File: config.mk
export PLATFORM = sky130hd
export DESIGN_NAME = dbg_wb_slave
export DESIGN_NICKNAME = d
export VERILOG_FILES = /design/src/hdl/dbg_pkg.sv /design/src/hdl/dbg_wb_slave.sv
export SDC_FILE = /design/constraint.sdc
export NUM_CORES = 1
export LEC_CHECK = 0
export BUFFER_PORTS_ARGS = -buffer_cell sky130_fd_sc_hd__buf_2
export CAP_MARGIN = 20
export CORE_MARGIN = 4
export CORE_UTILIZATION = 41
export DETAILED_ROUTE_END_ITERATION = 10
export GPL_ROUTABILITY_DRIVEN = 0
export HOLD_SLACK_MARGIN = 0.08
export PLACE_DENSITY = 0.78
export SYNTH_ARGS = -nofsm -noshare
export SYNTH_HDL_FRONTEND = slang
export SYNTH_SLANG_ARGS = --single-unit
File: constraint.sdc
create_clock -name i_clk -period 2.02 [get_ports i_clk]
set_clock_uncertainty 0.1 [all_clocks]
set_input_delay 0.303 -clock i_clk [delete_from_list [all_inputs] [get_ports i_clk]]
set_output_delay 0.303 -clock i_clk [all_outputs]
set_load 0.005 [all_outputs]
File: src/hdl/dbg_pkg.sv
/*
 * nes debugger shared definitions
 * widths, debugger register map and the pool memory request bus
 */
package dbg_pkg;

  // default sizes, the top level overrides and passes them down
  localparam int NUM_POOLS = 4;
  localparam int MEM_AW = 12;

  // pool memory address as seen by nes and debugger
  typedef logic [15:0] addr_t;

  // memory and register data
  typedef logic [7:0] data_t;

  // index of the selected memory pool
  typedef logic [1:0] pool_t;

  // wishbone word address, bit 16 set selects register space
  typedef logic [16:0] wb_adr_t;

  // register offsets within register space
  // bit 0 is nes_run, releases nes reset when set
  localparam addr_t REG_CTRL = 16'h0000;
  // bits 1:0 select the pool behind the memory window
  localparam addr_t REG_POOL = 16'h0001;

  // one memory access request, same shape on nes and debugger side
  typedef struct packed {
    logic  en;
    logic  we;
    addr_t addr;
    data_t wdata;
  } mem_req_t;

endpackage

File: src/hdl/dbg_wb_slave.sv
/*
 * wishbone classic slave for the debugger
 * holds run control and pool select, forwards memory window accesses
 */
module dbg_wb_slave #(
  parameter int NUM_POOLS = 4
) (
  input  logic                 i_clk,
  input  logic                 i_rst,
  input  logic                 i_wb_cyc,
  input  logic                 i_wb_stb,
  input  logic                 i_wb_we,
  input  dbg_pkg::wb_adr_t     i_wb_adr,
  input  dbg_pkg::data_t       i_wb_dat,
  input  logic                 i_done,
  input  dbg_pkg::data_t       i_rdata,
  output dbg_pkg::data_t       o_wb_dat,
  output logic                 o_wb_ack,
  output dbg_pkg::mem_req_t    o_dbg_req,
  output logic [NUM_POOLS-1:0] o_pool_en,
  output dbg_pkg::pool_t       o_pool_sel,
  output logic                 o_nes_rst
);

  typedef enum logic [1:0] {
    IDLE,
    MEM_WAIT,
    ACK
  } state_t;

  state_t         state;
  logic           nes_run;
  dbg_pkg::pool_t pool_sel;
  dbg_pkg::data_t reg_rdata;
  logic           req_en;
  logic           req_we;
  dbg_pkg::addr_t req_addr;
  dbg_pkg::data_t req_wdata;
  logic           wb_req;
  logic           reg_space;
  dbg_pkg::addr_t offset;

  assign wb_req = i_wb_cyc & i_wb_stb;
  assign reg_space = i_wb_adr[16];
  assign offset = i_wb_adr[15:0];

  always_ff @(posedge i_clk)
  begin
    if (i_rst)
    begin
      state <= IDLE;
      nes_run <= 1'b0;
      pool_sel <= '0;
      req_en <= 1'b0;
    end
    else
    begin
      case (state)
        IDLE:
        begin
          if (wb_req && reg_space)
          begin
            state <= ACK;
            if (i_wb_we)
            begin
              case (offset)
                dbg_pkg::REG_CTRL: nes_run <= i_wb_dat[0];
                dbg_pkg::REG_POOL: pool_sel <= i_wb_dat[1:0];
                default: ;
              endcase
            end
          end
          else if (wb_req)
          begin
            req_en <= 1'b1;
            state <= MEM_WAIT;
          end
        end
        // request held until the return stage reports done
        MEM_WAIT:
        begin
          if (i_done)
          begin
            req_en <= 1'b0;
            state <= IDLE;
          end
        end
        ACK: state <= IDLE;
        default: state <= IDLE;
      endcase
    end
  end

  // request payload and register read data
  always_ff @(posedge i_clk)
  begin
    if (state == IDLE && wb_req)
    begin
      req_we <= i_wb_we;
      req_addr <= offset;
      req_wdata <= i_wb_dat;
      case (offset)
        dbg_pkg::REG_CTRL: reg_rdata <= dbg_pkg::data_t'(nes_run);
        dbg_pkg::REG_POOL: reg_rdata <= dbg_pkg::data_t'(pool_sel);
        default: reg_rdata <= '0;
      endcase
    end
  end

  always_comb
  begin
    o_dbg_req.en = req_en;
    o_dbg_req.we = req_we;
    o_dbg_req.addr = req_addr;
    o_dbg_req.wdata = req_wdata;
    for (int i = 0; i < NUM_POOLS; i++)
    begin
      o_pool_en[i] = req_en & (pool_sel == dbg_pkg::pool_t'(i));
    end
  end

  // memory acks together with the done pulse, registers one cycle after stb
  always_comb
  begin
    o_wb_ack = (state == ACK) | ((state == MEM_WAIT) & i_done);
    o_wb_dat = (state == MEM_WAIT) ? i_rdata : reg_rdata;
  end

  assign o_pool_sel = pool_sel;
  assign o_nes_rst = ~nes_run;

  a_ack_in_cycle: assert property (
    @(posedge i_clk) disable iff (i_rst)
    o_wb_ack |-> (i_wb_cyc && i_wb_stb)
  );

  a_pool_en_onehot: assert property (
    @(posedge i_clk) disable iff (i_rst)
    $onehot0(o_pool_en)
  );

endmodule

; ---- Yosys cells after proc, flatten, opt, wreduce, memory -nomap -nowiden
; Index checks and enable logic that the tools add are counted.
[totals]
word_cells = 46
regBits = 39
output_inout_bits = 42
[classes]
muxes = 10
bitwise_logic = 8
n_eq_ne = 10
n_reduce_logical = 10
[op_table]
columns = cell, n
row1 = $eq 16x1->1 const B, 1
row2 = $logic_not 16->1, 1
row3 = $reduce_and 4->1, 3
row4 = $mux 8, 1
row5 = $pmux 2 s2, 2
row6 = $and 1x1->1, 6
row7 = $eq 2x2->1 const B, 3
row8 = $mux 2, 3
row9 = $ne 2x2->1 const B, 3
row10 = $eq 2x1->1 const B, 2
row11 = $logic_not 2->1, 2
row12 = $mux 1, 3
row13 = $ne 3x3->1 const B, 1
row14 = $logic_and 1x1->1, 2
row15 = $pmux 1 s2, 1
row16 = $reduce_and 2->1, 1
row17 = $reduce_bool 2->1, 1
row18 = $not 1->1, 1
row19 = $or 1x1->1, 1

; ---- Longest topological paths before layout
[logic_depth]
word_depth = 4
ltp_mapped = 4
mapped_depth_nobuf = 4

; ---- Worst setup path after synthesis
; OpenSTA, ideal clock, no wires.
[synth_path]
path_type = reg-to-reg
start = register state[1]
end = register nes_run
period_less_slack_ns = 1.505
arrival_time_ns = 1.335
setup_ns = 0.070
stages_incl_launch_ff = 5
setup_slack_ns = 0.515
path_cell_list = dfxtp_1 > and4bb_4 > and3_4 > nand4b_1 > a21oi_1
[synth_via]
elab_chain_len = 2
[synth_lines]
columns = item, line_no
row1 = start: declaration, dbg_wb_slave.sv:31  ; state_t state;
row2 = start signal: assignment, dbg_wb_slave.sv:51  ; state <= IDLE;
row3 = start signal: assignment, dbg_wb_slave.sv:63  ; state <= ACK;
row4 = start signal: assignment, dbg_wb_slave.sv:76  ; state <= MEM_WAIT;
row5 = $logic_not 2->1, dbg_wb_slave.sv:58  ; case (state)
row6 = $reduce_and 4->1 (no source line), -
row7 = end signal: assignment, dbg_wb_slave.sv:67  ; dbg_pkg::REG_CTRL: nes_run <= i_wb_dat[0];
row8 = end: declaration, dbg_wb_slave.sv:32  ; logic nes_run;
; Every way passes these cells.
; A chain may end at the register's enable or synchronous reset.

; ---- Worst setup path in the final report
[layout_path]
start = register state[1]
end = output o_wb_dat[1]
[layout_via]
elab_chain_len = 2
[layout_lines]
columns = item, line_no
row1 = $eq 2x1->1, dbg_wb_slave.sv:126  ; o_wb_dat = (state == MEM_WAIT) ? i_rdata : reg_rdata;
row2 = $mux 8, dbg_wb_slave.sv:126
row3 = end: declaration, dbg_wb_slave.sv:17  ; output dbg_pkg::data_t o_wb_dat,
; Every way passes these cells.

==> impl_metrics.json <==
{
  "outcome": "finished clean",
  "ys.flop_type": "edfxtp_1",
  "dieWidth_um": 63.8,
  "die_area_um2": 4070,
  "synth_area_um2": 1280,
  "die_y_um": 63.8,
  "via_per_inst": 5.01,
  "syn2layout_area_growth_pct": 58.4,
  "io_buffers": 80,
  "antenna_violating_nets_post_route": 0,
  "core_um2": 2850,
  "critPathKind": "register to output pin",
  "syn_inst": 87,
  "finalSetupTns_ns": 0,
  "avgSynthCellArea_um2": 14.7,
  "drive_above_1_share_pct": 48.5,
  "synth-edff-count": 27,
  "wl_per_cell_um": 15.2,
  "fin_util_pct": 70.9,
  "pre_cts_slack_ns": 0.305,
  "path_cells": "and2b_2 > mux2_2 > buf_2",
  "synth_nets": 126,
  "rsz0062_at_grt": "no",
  "yosysSeqAreaShare_pct": 72.9,
  "n_antenna_cell": 0,
  "grt_pass1_wl_mm": 5.31,
  "tightest_slew_ns": 0.305,
  "finalSetupViolCount": 0,
  "slowest_delay_ns": 0.35,
  "place_area_um2": 1700,
  "fin_nets": 234,
  "fin_crit_sh_pct": 91.5,
  "postLayoutSetupSlackWorst_ns": 0.173,
  "vias": 1138,
  "p_leak_nw": 0.886,
  "worst_ep_required_time_ns": 1.62,
  "drc_errors": 0,
  "ios": 81,
  "ff2ff_setup_slack_ns": 0.49,
  "critPathTopFamily": "flip-flops",
  "fmax_mhz": 541,
  "grt_remaining_overflow": 0,
  "yosysWarnings": 0,
  "power_density_nw_per_um2": 692,
  "first_pass_iters": 4,
  "maxSlewHeadroom_pct": 79.7,
  "cts_made_buffers": 5,
  "hold_viol": 0,
  "multi_input_area_um2": 328,
  "cts_tree": "yes",
  "rows": 19,
  "cts_setup_buffers": 0,
  "clk_transition_reported_paths_ns": 0.09,
  "async_flop_share_pct": 0,
  "peakVddDrop_v": 0.000503,
  "critical_path.max_fanout": 9,
  "grtUsageTotal_pct": 17.3,
  "hold_class": "input pin to register",
  "antenna_found_initial": 0,
  "cts_buffer_depth": 2,
  "whs_ns": 0.104,
  "startpoint_type": "register",
  "initial_utilization_pct": 44.7,
  "drt_wl_total_mm": 3.45,
  "cp_slowest_cell": "dfxtp_1",
  "synth_cell_type_count": 28,
  "cts_root_buffer": "clkbuf_4",
  "path_buf_inv": 1,
  "fill_cells": 196,
  "yosys_register_bits": 33,
  "grt_max_degree": 26,
  "min_period_ns": 1.85,
  "cp-end-kind": "output pin",
  "htree_levels": 2,
  "cts.sinks": 33,
  "dp_hpwl_mm": 2.38,
  "grt_pass1_vias": 1156,
  "drv_slew": 0,
  "drt_iter0_markers": 28,
  "cp.arrival_ns": 1.44,
  "postLayoutCellArea_um2": 2020,
  "drv_cap": 0,
  "regArea_um2": 931,
  "insertion_delay_ns": 0.33
}
power by group:
part | internal (mW) | leakage (nW) | total, mW | switching (mW)
logic | 0.0890 | 0.544 | 0.155 | 0.0662
clock network | 0.257 | 0.0399 | 0.468 | 0.211
registers | 0.766 | 0.302 | 0.775 | 0.00932
stage by stage:
stage,power [mW],instances
floorplan,0.829,87
global placement,0.905,196
detailed placement,0.909,196
CTS,1.41,227
global route,1.46,227
finish,1.40,227
timing repair:
action,4_1_cts,5_1_grt
resized for setup,0,2
hold endpoints to repair,23,0
hold buffers,23,0
endpoints found under the setup margin,0,1
path summary, 6_finish.rpt:
path,cells after the start,end,startpoint
setup / recovery,3,o_wb_dat[1],state[1]
hold / removal,1,req_we,i_wb_we
setup reg to reg,2,req_addr[7],state[1]
hold reg to reg,2,nes_run,nes_run
state kept, by name, indices dropped and copies added (netlist names):
register,cells
req_en,1
state,2
req_addr,16
nes_run,1
req_wdata,8
req_we,1
o_pool_sel,2
reg_rdata,2
layout make-up:
class,instances,share of cell area (%)
Sequential cell,33,46.0
Tap cell,31,1.92
Multi-Input combinational cell,48,16.2
Clock inverter,2,1.67
Timing Repair Buffer,104,31.6
Clock buffer,6,2.04
Inverter,3,0.557
synth_stat cells (2+ instances only):
library cell  number  area (µm²)
o21ai_0            4        20.0
nor2_1             3        11.3
edfxtp_1          27         811
dfxtp_1            6         120
nand3_1            2        10.0
nor4_1             2        12.5
a21oi_1            5        25.0
nor3_1             2        10.0
and3_1             2        12.5
inv_1              3        11.3
mux2_2             2        22.5
nand2_1            4        15.0
buf_4              2        15.0
nand4_1            4        25.0
and2_1             6        37.5
placed cells by master (no fill, tap or decap), types with 2 or more instances in the layout:
cell type      count
dlygate4sd3_1     23
and2_1             6
nand2_1            4
o21ai_0            4
nand4_1            4
and3_1             2
buf_2             80
nand3_1            2
clkbuf_4           5
nor4_2             3
dfxtp_1            6
edfxtp_1          27
nor3_1             2
a21oi_1            5
mux2_2             2
inv_1              3
nor2_1             3
kinds of logic (layout without fill, tap and decap cells):
group | after synthesis | in the layout | share of synthesized area (%)
AOI/OAI and AO/OA | 11 | 11 | 4.71
buffers and inverters | 6 | 115 | 2.35
DFF | 33 | 33 | 72.9
muxes | 3 | 3 | 2.55
and+or+nand+nor | 34 | 34 | 17.5
routing by layer:
| layer | up-vias | track usage [%] | share of wire [%] |
|---|---|---|---|
| met3 | 13 | 3.85 | 5.9 |
| met5 | - | 0 | 0 |
| met4 | 0 | 12.7 | 4.3 |
| met1 | 529 | 16.7 | 35 |
| met2 | 54 | 31.9 | 55 |
| li1 | 542 | - | - |
Power figures use the tool's default switching activity.
