### config.mk
export PLATFORM = sky130hd
export DESIGN_NAME = pool_read_return
export DESIGN_NICKNAME = d
export VERILOG_FILES = /design/src/hdl/dbg_pkg.sv /design/src/hdl/pool_read_return.sv
export SDC_FILE = /design/constraint.sdc
export NUM_CORES = 1
export LEC_CHECK = 0
export ABC_AREA = 1
export BUFFER_PORTS_ARGS = -buffer_cell sky130_fd_sc_hd__buf_4
export CAP_MARGIN = 30
export CORE_UTILIZATION = 34
export DETAILED_ROUTE_END_ITERATION = 7
export HOLD_SLACK_MARGIN = 0.1
export PLACE_DENSITY_LB_ADDON = 0.05
export SYNTH_ARGS = -nofsm -noshare
export SYNTH_HDL_FRONTEND = slang
export SYNTH_SLANG_ARGS = --single-unit
export TNS_END_PERCENT = 10
### constraint.sdc
create_clock -name i_clk -period 0.8 [get_ports i_clk]
set_input_delay 0.24 -clock i_clk [delete_from_list [all_inputs] [get_ports i_clk]]
set_output_delay 0.24 -clock i_clk [all_outputs]
set_load 0.05 [all_outputs]
### src/hdl/dbg_pkg.sv
/*
 * nes debugger shared definitions
 * widths, debugger register map and the pool memory request bus
 */
package dbg_pkg;

  // default sizes, the top level overrides and passes them down
  localparam int NUM_POOLS = 4;
  localparam int MEM_AW = 12;

  // pool memory address as seen by nes and debugger
  typedef logic [15:0] addr_t;

  // memory and register data
  typedef logic [7:0] data_t;

  // index of the selected memory pool
  typedef logic [1:0] pool_t;

  // wishbone word address, bit 16 set selects register space
  typedef logic [16:0] wb_adr_t;

  // register offsets within register space
  // bit 0 is nes_run, releases nes reset when set
  localparam addr_t REG_CTRL = 16'h0000;
  // bits 1:0 select the pool behind the memory window
  localparam addr_t REG_POOL = 16'h0001;

  // one memory access request, same shape on nes and debugger side
  typedef struct packed {
    logic  en;
    logic  we;
    addr_t addr;
    data_t wdata;
  } mem_req_t;

endpackage

### src/hdl/pool_read_return.sv
/*
 * debugger read return
 * merges per-pool grants and read data into one registered done pulse
 */
module pool_read_return #(
  parameter int NUM_POOLS = 4
) (
  input  logic                 i_clk,
  input  logic                 i_rst,
  input  logic [NUM_POOLS-1:0] i_grant,
  input  dbg_pkg::data_t       i_pool_rdata [NUM_POOLS],
  output logic                 o_done,
  output dbg_pkg::data_t       o_rdata
);

  logic [NUM_POOLS-1:0] grant_q;
  dbg_pkg::data_t       sel_rdata;

  // grant delayed by the memory read latency
  always_ff @(posedge i_clk)
  begin
    if (i_rst)
    begin
      grant_q <= '0;
      o_done <= 1'b0;
    end
    else
    begin
      grant_q <= i_grant;
      o_done <= |grant_q;
    end
  end

  // data of the pool that was granted
  always_comb
  begin
    sel_rdata = '0;
    for (int i = 0; i < NUM_POOLS; i++)
    begin
      if (grant_q[i])
      begin
        sel_rdata = i_pool_rdata[i];
      end
    end
  end

  always_ff @(posedge i_clk)
  begin
    o_rdata <= sel_rdata;
  end

  // only one debugger request in flight over all pools
  a_grant_onehot: assert property (
    @(posedge i_clk) disable iff (i_rst)
    $onehot0(grant_q)
  );

endmodule

After elaboration in Yosys (flattened, before gate mapping)
Index checks and enable logic that the tools add are counted.
{"block": "totals", "ff_bits": 13, "inputBits": 38, "output_inout_bits": 9, "wordCells": 8}
{"block": "op_classes", "muxes": 4, "reduce_logical": 1}
{"operator": "$mux W8", "n": 4}
{"operator": "$reduce_or A4 Y1", "n": 1}

Depth between registers and ports, before layout
Gate-level depths: netlist of run 1.
{"block": "logic_depth", "depth_word": 4, "mapped_depth": 6, "ltp_nobuf": 5}

Worst setup path before layout of run 1
Ideal clock, no wire load.
{"block": "synth_timing", "path_type": "register -> output", "startpoint": "register o_done", "endpoint": "output port o_done", "arrival_time_ns": 0.587, "required_ns": 0.560, "setup_slack_ns": -0.027, "stages_incl_launch_ff": 1, "n_path_buf": 0, "cell_sequence": "dfxtp_1"}
{"item": "start: declaration", "line": "pool_read_return.sv:12", "rtl": "output logic o_done,"}
{"item": "start signal: assignment", "line": "pool_read_return.sv:30", "rtl": "o_done <= |grant_q;"}
No word-level cell between the ends.

Worst setup path in the final report of run 1
{"block": "layout_timing", "startpoint": "register o_rdata[7]", "endpoint": "output port o_rdata[7]"}
{"item": "start: declaration", "line": "pool_read_return.sv:13", "rtl": "output dbg_pkg::data_t o_rdata"}
{"item": "start signal: assignment", "line": "pool_read_return.sv:49", "rtl": "o_rdata <= sel_rdata;"}
No word-level cell between the ends.

==> metrics, run 1 <==
number of buffers on the longest clock path 2; total via count after detailed routing 749; ratio of final minimum period to clock period 1.27; failing checks setup timing; clock buffer count from CTS 3; share of flip-flops with an asynchronous set or reset after synthesis 0; clock insertion delay at the later pin of the skew report 0.29 ns; worst max-slew margin expressed relative to the limit 0.869; sequential share of the synthesized area 0.415; total half-perimeter wirelength after legalization and detailed placement 1220 um; IO Pins 47; vias in the first global route 647; number of synthesized flops with an enable pin 0; Critical Path, Cell by Cell buf_8; average cell area after synthesis 6.67 um2; area grow syn2layout 78.8%; max-slew violation total from the final report 0; Detail Route Antenna Nets 0; number of violations reported at the end of detailed-routing iteration 0 14; global route total overflow 0; number of max-cap violations 0; setup repair after global routing missed its margin yes; highest clock rate 985 MHz; area of the placeable core 1730 um2; row count 15; die boundary width 44.9 um; global routing usage summed across all routing layers 0.187; Post-Synthesis Net Count 132; leak pwr 0.000598 uW; worst path required time 0.56 ns; cells after synthesis 94; I/O Buffers 46; maximum number of pins on one net before global-route repair 10; die area 2020 um2; Ys Warns 0; ratio of total power to cell area 1610 nW/um2; Worst Path Max Fanout 1; via-per-instance ratio 4.38; library cell with the largest summed area after synthesis sky130_fd_sc_hd__dfxtp_1; CTS HTree Levels 1; Final #Nets 185; CTS tree done; time the final worst path needs with I/O delays and setup 1.01 ns; crit path capture type output pin; transition at the pin with the smallest max-transition slack 0.196 ns; die height 44.9 um; worst vdd ir 0.00129 V; Final TNS setup -2.36 ns; buffering stage count on the worst path with inverters included 1; share of post-route cells with drive strength above 1 0.514; clock-pin slew reported for the worst setup and hold paths after clock tree synthesis 0.09 ns; Max stage delay on crit path 0.34 ns; outcome finished, violations left; CTS Root Buffer Type sky130_fd_sc_hd__clkbuf_4; worst setup path category reg2out; area share of the largest cell type after synthesis 0.415; Sink Count 13; drt pass-1 iters 4; remaining design rule violation count 0; critical path data arrival time 0.77 ns; antenna cells 0; share of the core filled with cells in the final layout 0.649; Detailed Route WL 1710 um; cell types with the largest area share after synthesis sky130_fd_sc_hd__dfxtp_1 (42%), sky130_fd_sc_hd__nand2_1 (19%), sky130_fd_sc_hd__nor2_1 (12%), sky130_fd_sc_hd__a21oi_1 (7.2%), sky130_fd_sc_hd__nand3_1 (6.4%); worst clock skew on the final layout 0.00831 ns; Final WS setup -0.215 ns; number of distinct library cell variants in the gate-level netlist after synthesis 11; primary flip-flop cell chosen by synthesis mapping sky130_fd_sc_hd__dfxtp_1; Final GP Congestion 0.659; effective utilization at floorplan 0.363; routed wire length per instance 10.0 um; most instantiated library cell after synthesis sky130_fd_sc_hd__nand2_1; mapped cell area 627 um2; final setup violation count 17; Hold Vio Cnt, Final 0; number of storage elements in the synthesis netlist 13; initial antenna violation count 0; Top delay family on crit path flip-flops; element type at the critical path start register; Slowest cell on crit path sky130_fd_sc_hd__dfxtp_2; global-route wire length before repair 2620 um; path category of the worst min-delay check in2reg; Commonest cells post-synth sky130_fd_sc_hd__nand2_1 (32), sky130_fd_sc_hd__nor2_1 (20), sky130_fd_sc_hd__dfxtp_1 (13)
==> sequential cells by signal, indices dropped and copies added, names as in the netlist <==
name / flops
grant_q: 4
o_rdata: 8
o_done: 1
==> where the power goes <==
group	leakage [uW]	switching [uW]	internal (uW)
Clock	0.0000177	235	186
Sequential	0.000111	44.7	718
Combinational	0.000469	316	307
==> logic make-up (layout without fill, tap and decap cells) <==
kind of cell	count (synthesis)	count (layout)	synth area share
AO/OA/AOI/OAI	9	9	0.0719
flip-flops	13	13	0.415
AND/OR/NAND/NOR	61	61	0.383
buffers and inverters	11	63	0.130
==> metrics by stage <==
| step | std cells | power (uW) | area [um2] | hold WS [ns] | worst slack [ns] |
|---|---|---|---|---|---|
| floorplan | 94 | 1070 | 628 | 0.302 | -0.0273 |
| global placement | 167 | 1300 | 1000 | 0.431 | -0.0788 |
| detailed placement | 167 | 1310 | 1000 | 0.429 | -0.0851 |
| CTS | 171 | 1800 | 1100 | 0.112 | -0.227 |
| global route | 171 | 1910 | 1120 | 0.101 | -0.259 |
| finish | 171 | 1810 | 1120 | 0.125 | -0.215 |
==> placed cells by master, fill, tap and decap left out, types with 4 or more instances in the layout <==
master and n:
sky130_fd_sc_hd__a21oi_1 6, sky130_fd_sc_hd__buf_4 42, sky130_fd_sc_hd__buf_6 6, sky130_fd_sc_hd__buf_8 5, sky130_fd_sc_hd__dfxtp_2 12, sky130_fd_sc_hd__inv_1 4, sky130_fd_sc_hd__nand2_1 32, sky130_fd_sc_hd__nand3_1 8
sky130_fd_sc_hd__nor2_1 20
==> cell type report <==
type,instances,area (um2)
clock buffers,3,22.5
repair buffers,53,458
inverters,6,27.5
multi-input cells,70,302
clock inverters,1,5.00
fillers,176,606
well taps,25,31.3
flip-flops and latches,13,275
==> final timing paths <==
kind,start,endpoint,slack [ns],cells after the start
max,o_rdata[7],o_rdata[7],-0.21,1
min,i_rst,o_done,0.13,2
max reg2reg,grant_q[1],o_rdata[5],-0.11,5
min reg2reg,grant_q[2],o_done,0.56,2
==> routing by layer <==
layer / wire (um) / track usage
met3: 113 / 0.0720
met5: 0 / 0
met1: 695 / 0.200
met2: 870 / 0.319
met4: 33 / 0.0909
==> what timing repair did <==
item                       CTS  global route
gates resized for setup     25             6
hold buffers                 0             0
setup buffers                0             0
setup endpoints to repair   18            18
pin swaps                    0             0
Power figures use the tool's default switching activity.
==> run 2, diff against run 1 <==
--- a/config.mk
+++ b/config.mk
@@ -7,9 +7,9 @@
 export LEC_CHECK = 0
 export ABC_AREA = 1
 export BUFFER_PORTS_ARGS = -buffer_cell sky130_fd_sc_hd__buf_4
-export CAP_MARGIN = 30
-export CORE_UTILIZATION = 34
+export CORE_UTILIZATION = 41
 export DETAILED_ROUTE_END_ITERATION = 7
+export GPL_TIMING_DRIVEN = 0
 export HOLD_SLACK_MARGIN = 0.1
 export PLACE_DENSITY_LB_ADDON = 0.05
 export SYNTH_ARGS = -nofsm -noshare
==> constraint.sdc (replaced) <==
create_clock -name i_clk -period 1.2 [get_ports i_clk]
set_input_delay 0.36 -clock i_clk [delete_from_list [all_inputs] [get_ports i_clk]]
set_output_delay 0.36 -clock i_clk [all_outputs]
set_load 0.05 [all_outputs]
==> run 2 against run 1 <==
Net effect:
- the flow now finishes without violations
- clock power decreased by 33%
- setup slack gained 0.25 ns
- critical path type unchanged
- total power down 37%
- die area fell by 16%
- combinational power decreased by 39%
- critical path depth unchanged
==> metrics, run 2 (synthesis results as in run 1) <==
area grow syn2layout 62.3%; worst max-slew margin expressed relative to the limit 0.899; largest registers o_rdata (8), grant_q (4), o_done (1); initial antenna violation count 0; net switching power 378 uW; effective utilization at floorplan 0.459; antenna cells 0; Slowest cell on crit path sky130_fd_sc_hd__dfxtp_1; element type at the critical path start register; die boundary width 41.1 um; total half-perimeter wirelength after legalization and detailed placement 1190 um; Hold WS 0.254 ns; Final TNS setup 0 ns; global-route wire length before repair 2340 um; die area 1690 um2; ratio of total power to cell area 1130 nW/um2; buffering stage count on the worst path with inverters included 1; max-slew violation total from the final report 0; setup repair after global routing missed its margin no; final setup violation count 0; outcome completed; maximum number of pins on one net before global-route repair 11; clock-pin slew reported for the worst setup and hold paths after clock tree synthesis 0.08 ns; count of fill cells added during filler insertion 112; Detailed Route WL 1640 um; share of power burned in the clock network 0.246; share of post-route cells with drive strength above 1 0.389; highest clock rate 856 MHz; worst clock skew on the final layout 0.00282 ns; Max stage delay on crit path 0.33 ns; number of buffers on the longest clock path 2; instance count after placement with tap cells included 155; area used by sequential logic in the layout 260 um2; total internal power 766 uW; ratio of final minimum period to clock period 0.974; remaining design rule violation count 0; IO Pins 47; row count 13; time the final worst path needs with I/O delays and setup 1.17 ns; Final #Nets 183; leak pwr 0.000567 uW; critical path data arrival time 0.81 ns; CTS-repair resized insts 0; CTS HTree Levels 1; clock buffer count from CTS 3; global routing usage summed across all routing layers 0.214; total via count after detailed routing 731; worst path required time 0.84 ns; most used cells in the layout excluding fill and tap cells sky130_fd_sc_hd__buf_4 (46), sky130_fd_sc_hd__nand2_1 (32), sky130_fd_sc_hd__nor2_1 (20), sky130_fd_sc_hd__dfxtp_1 (13), sky130_fd_sc_hd__a21oi_1 (9); Gate power share 0.334; Critical Path, Cell by Cell buf_4; share of the core filled with cells in the final layout 0.745; path category of the worst min-delay check in2reg; Sw Ratio 0.331; crit path capture type output pin; global route total overflow 0; Flop pwr share 0.420; number of flip-flops under the largest register name 8; number of max-cap violations 0; register ranked first by flip-flop count o_rdata; Sink Count 13; routed wire length per instance 10.3 um; clock insertion delay at the later pin of the skew report 0.28 ns; Worst Path Max Fanout 1; vias in the first global route 590; I/O Buffers 46; Detail Route Antenna Nets 0; via-per-instance ratio 4.60; drt pass-1 iters 5; most frequent standard cell in the layout excluding fill and tap cells sky130_fd_sc_hd__buf_4; number of violations reported at the end of detailed-routing iteration 0 21; Top delay family on crit path flip-flops; worst setup path category reg2out; filler-free cell count of the finished design 159; CTS Root Buffer Type sky130_fd_sc_hd__clkbuf_4; hold buffers post-CTS 0; Hold Vio Cnt, Final 0; worst vdd ir 0.000678 V; combined area of the multi-input logic cells 285 um2; transition at the pin with the smallest max-transition slack 0.151 ns; die height 41.1 um; area of the placeable core 1370 um2; post-CTS setup repair buffer count 0; Final GP Congestion 0.711; CTS tree done
==> run 2: cell count changes in the layout (fill, tap and decap cells not counted), sizes merged <==
| cell | delta |
|---|---|
| buf | -2 |
| clkinv | -1 |
| clkbuf | +1 |
==> run 2: final cells by class <==
type / instances / area share
timing repair buffer: 46 / 0.339
multi-input combinational: 70 / 0.280
sequential: 13 / 0.256
buffer: 5 / 0.0529
inverter: 6 / 0.0271
clock buffer: 4 / 0.0258
tap: 15 / 0.0185
==> run 2: power groups by stage <==
stage	Combinational, uW	Sequential, uW	Clock, uW
floorplan	105	606	0
global placement	378	490	0
detailed placement	382	491	0
CTS	383	481	283
global route	412	487	302
finish	382	481	282
==> run 2: per-stage QoR <==
step / total power (uW) / setup WS, ns / cell area (um2)
after floorplan: 711 / 0.253 / 627
after global placement: 868 / 0.334 / 991
after detailed placement: 873 / 0.313 / 991
after CTS: 1150 / 0.0307 / 1020
after global routing: 1200 / 0.00187 / 1020
final: 1140 / 0.0312 / 1020
==> run 2: layer usage <==
layer  GRT usage  share of wire  vias up
met2       0.340           0.49       25
li1            -              -      391
met5           0              0        -
met1       0.257           0.42      310
met4       0.129          0.019        0
met3      0.0489          0.069        5
==> run 2: worst paths after layout <==
check             startpoint          to  slack, ns  cells after the start
setup / recovery      o_done      o_done       0.03                      1
hold reg to reg   grant_q[3]  o_rdata[4]       0.64                      4
hold / removal         i_rst  grant_q[3]       0.25                      2
setup reg to reg  grant_q[2]  o_rdata[2]       0.30                      6
==> run 2: worst reg2reg max path, delay by kind of cell (launching register included) <==
family	cells	cell delay (ns)
flops	1	0.33
simple gates	4	0.26
buf+inv	2	0.21
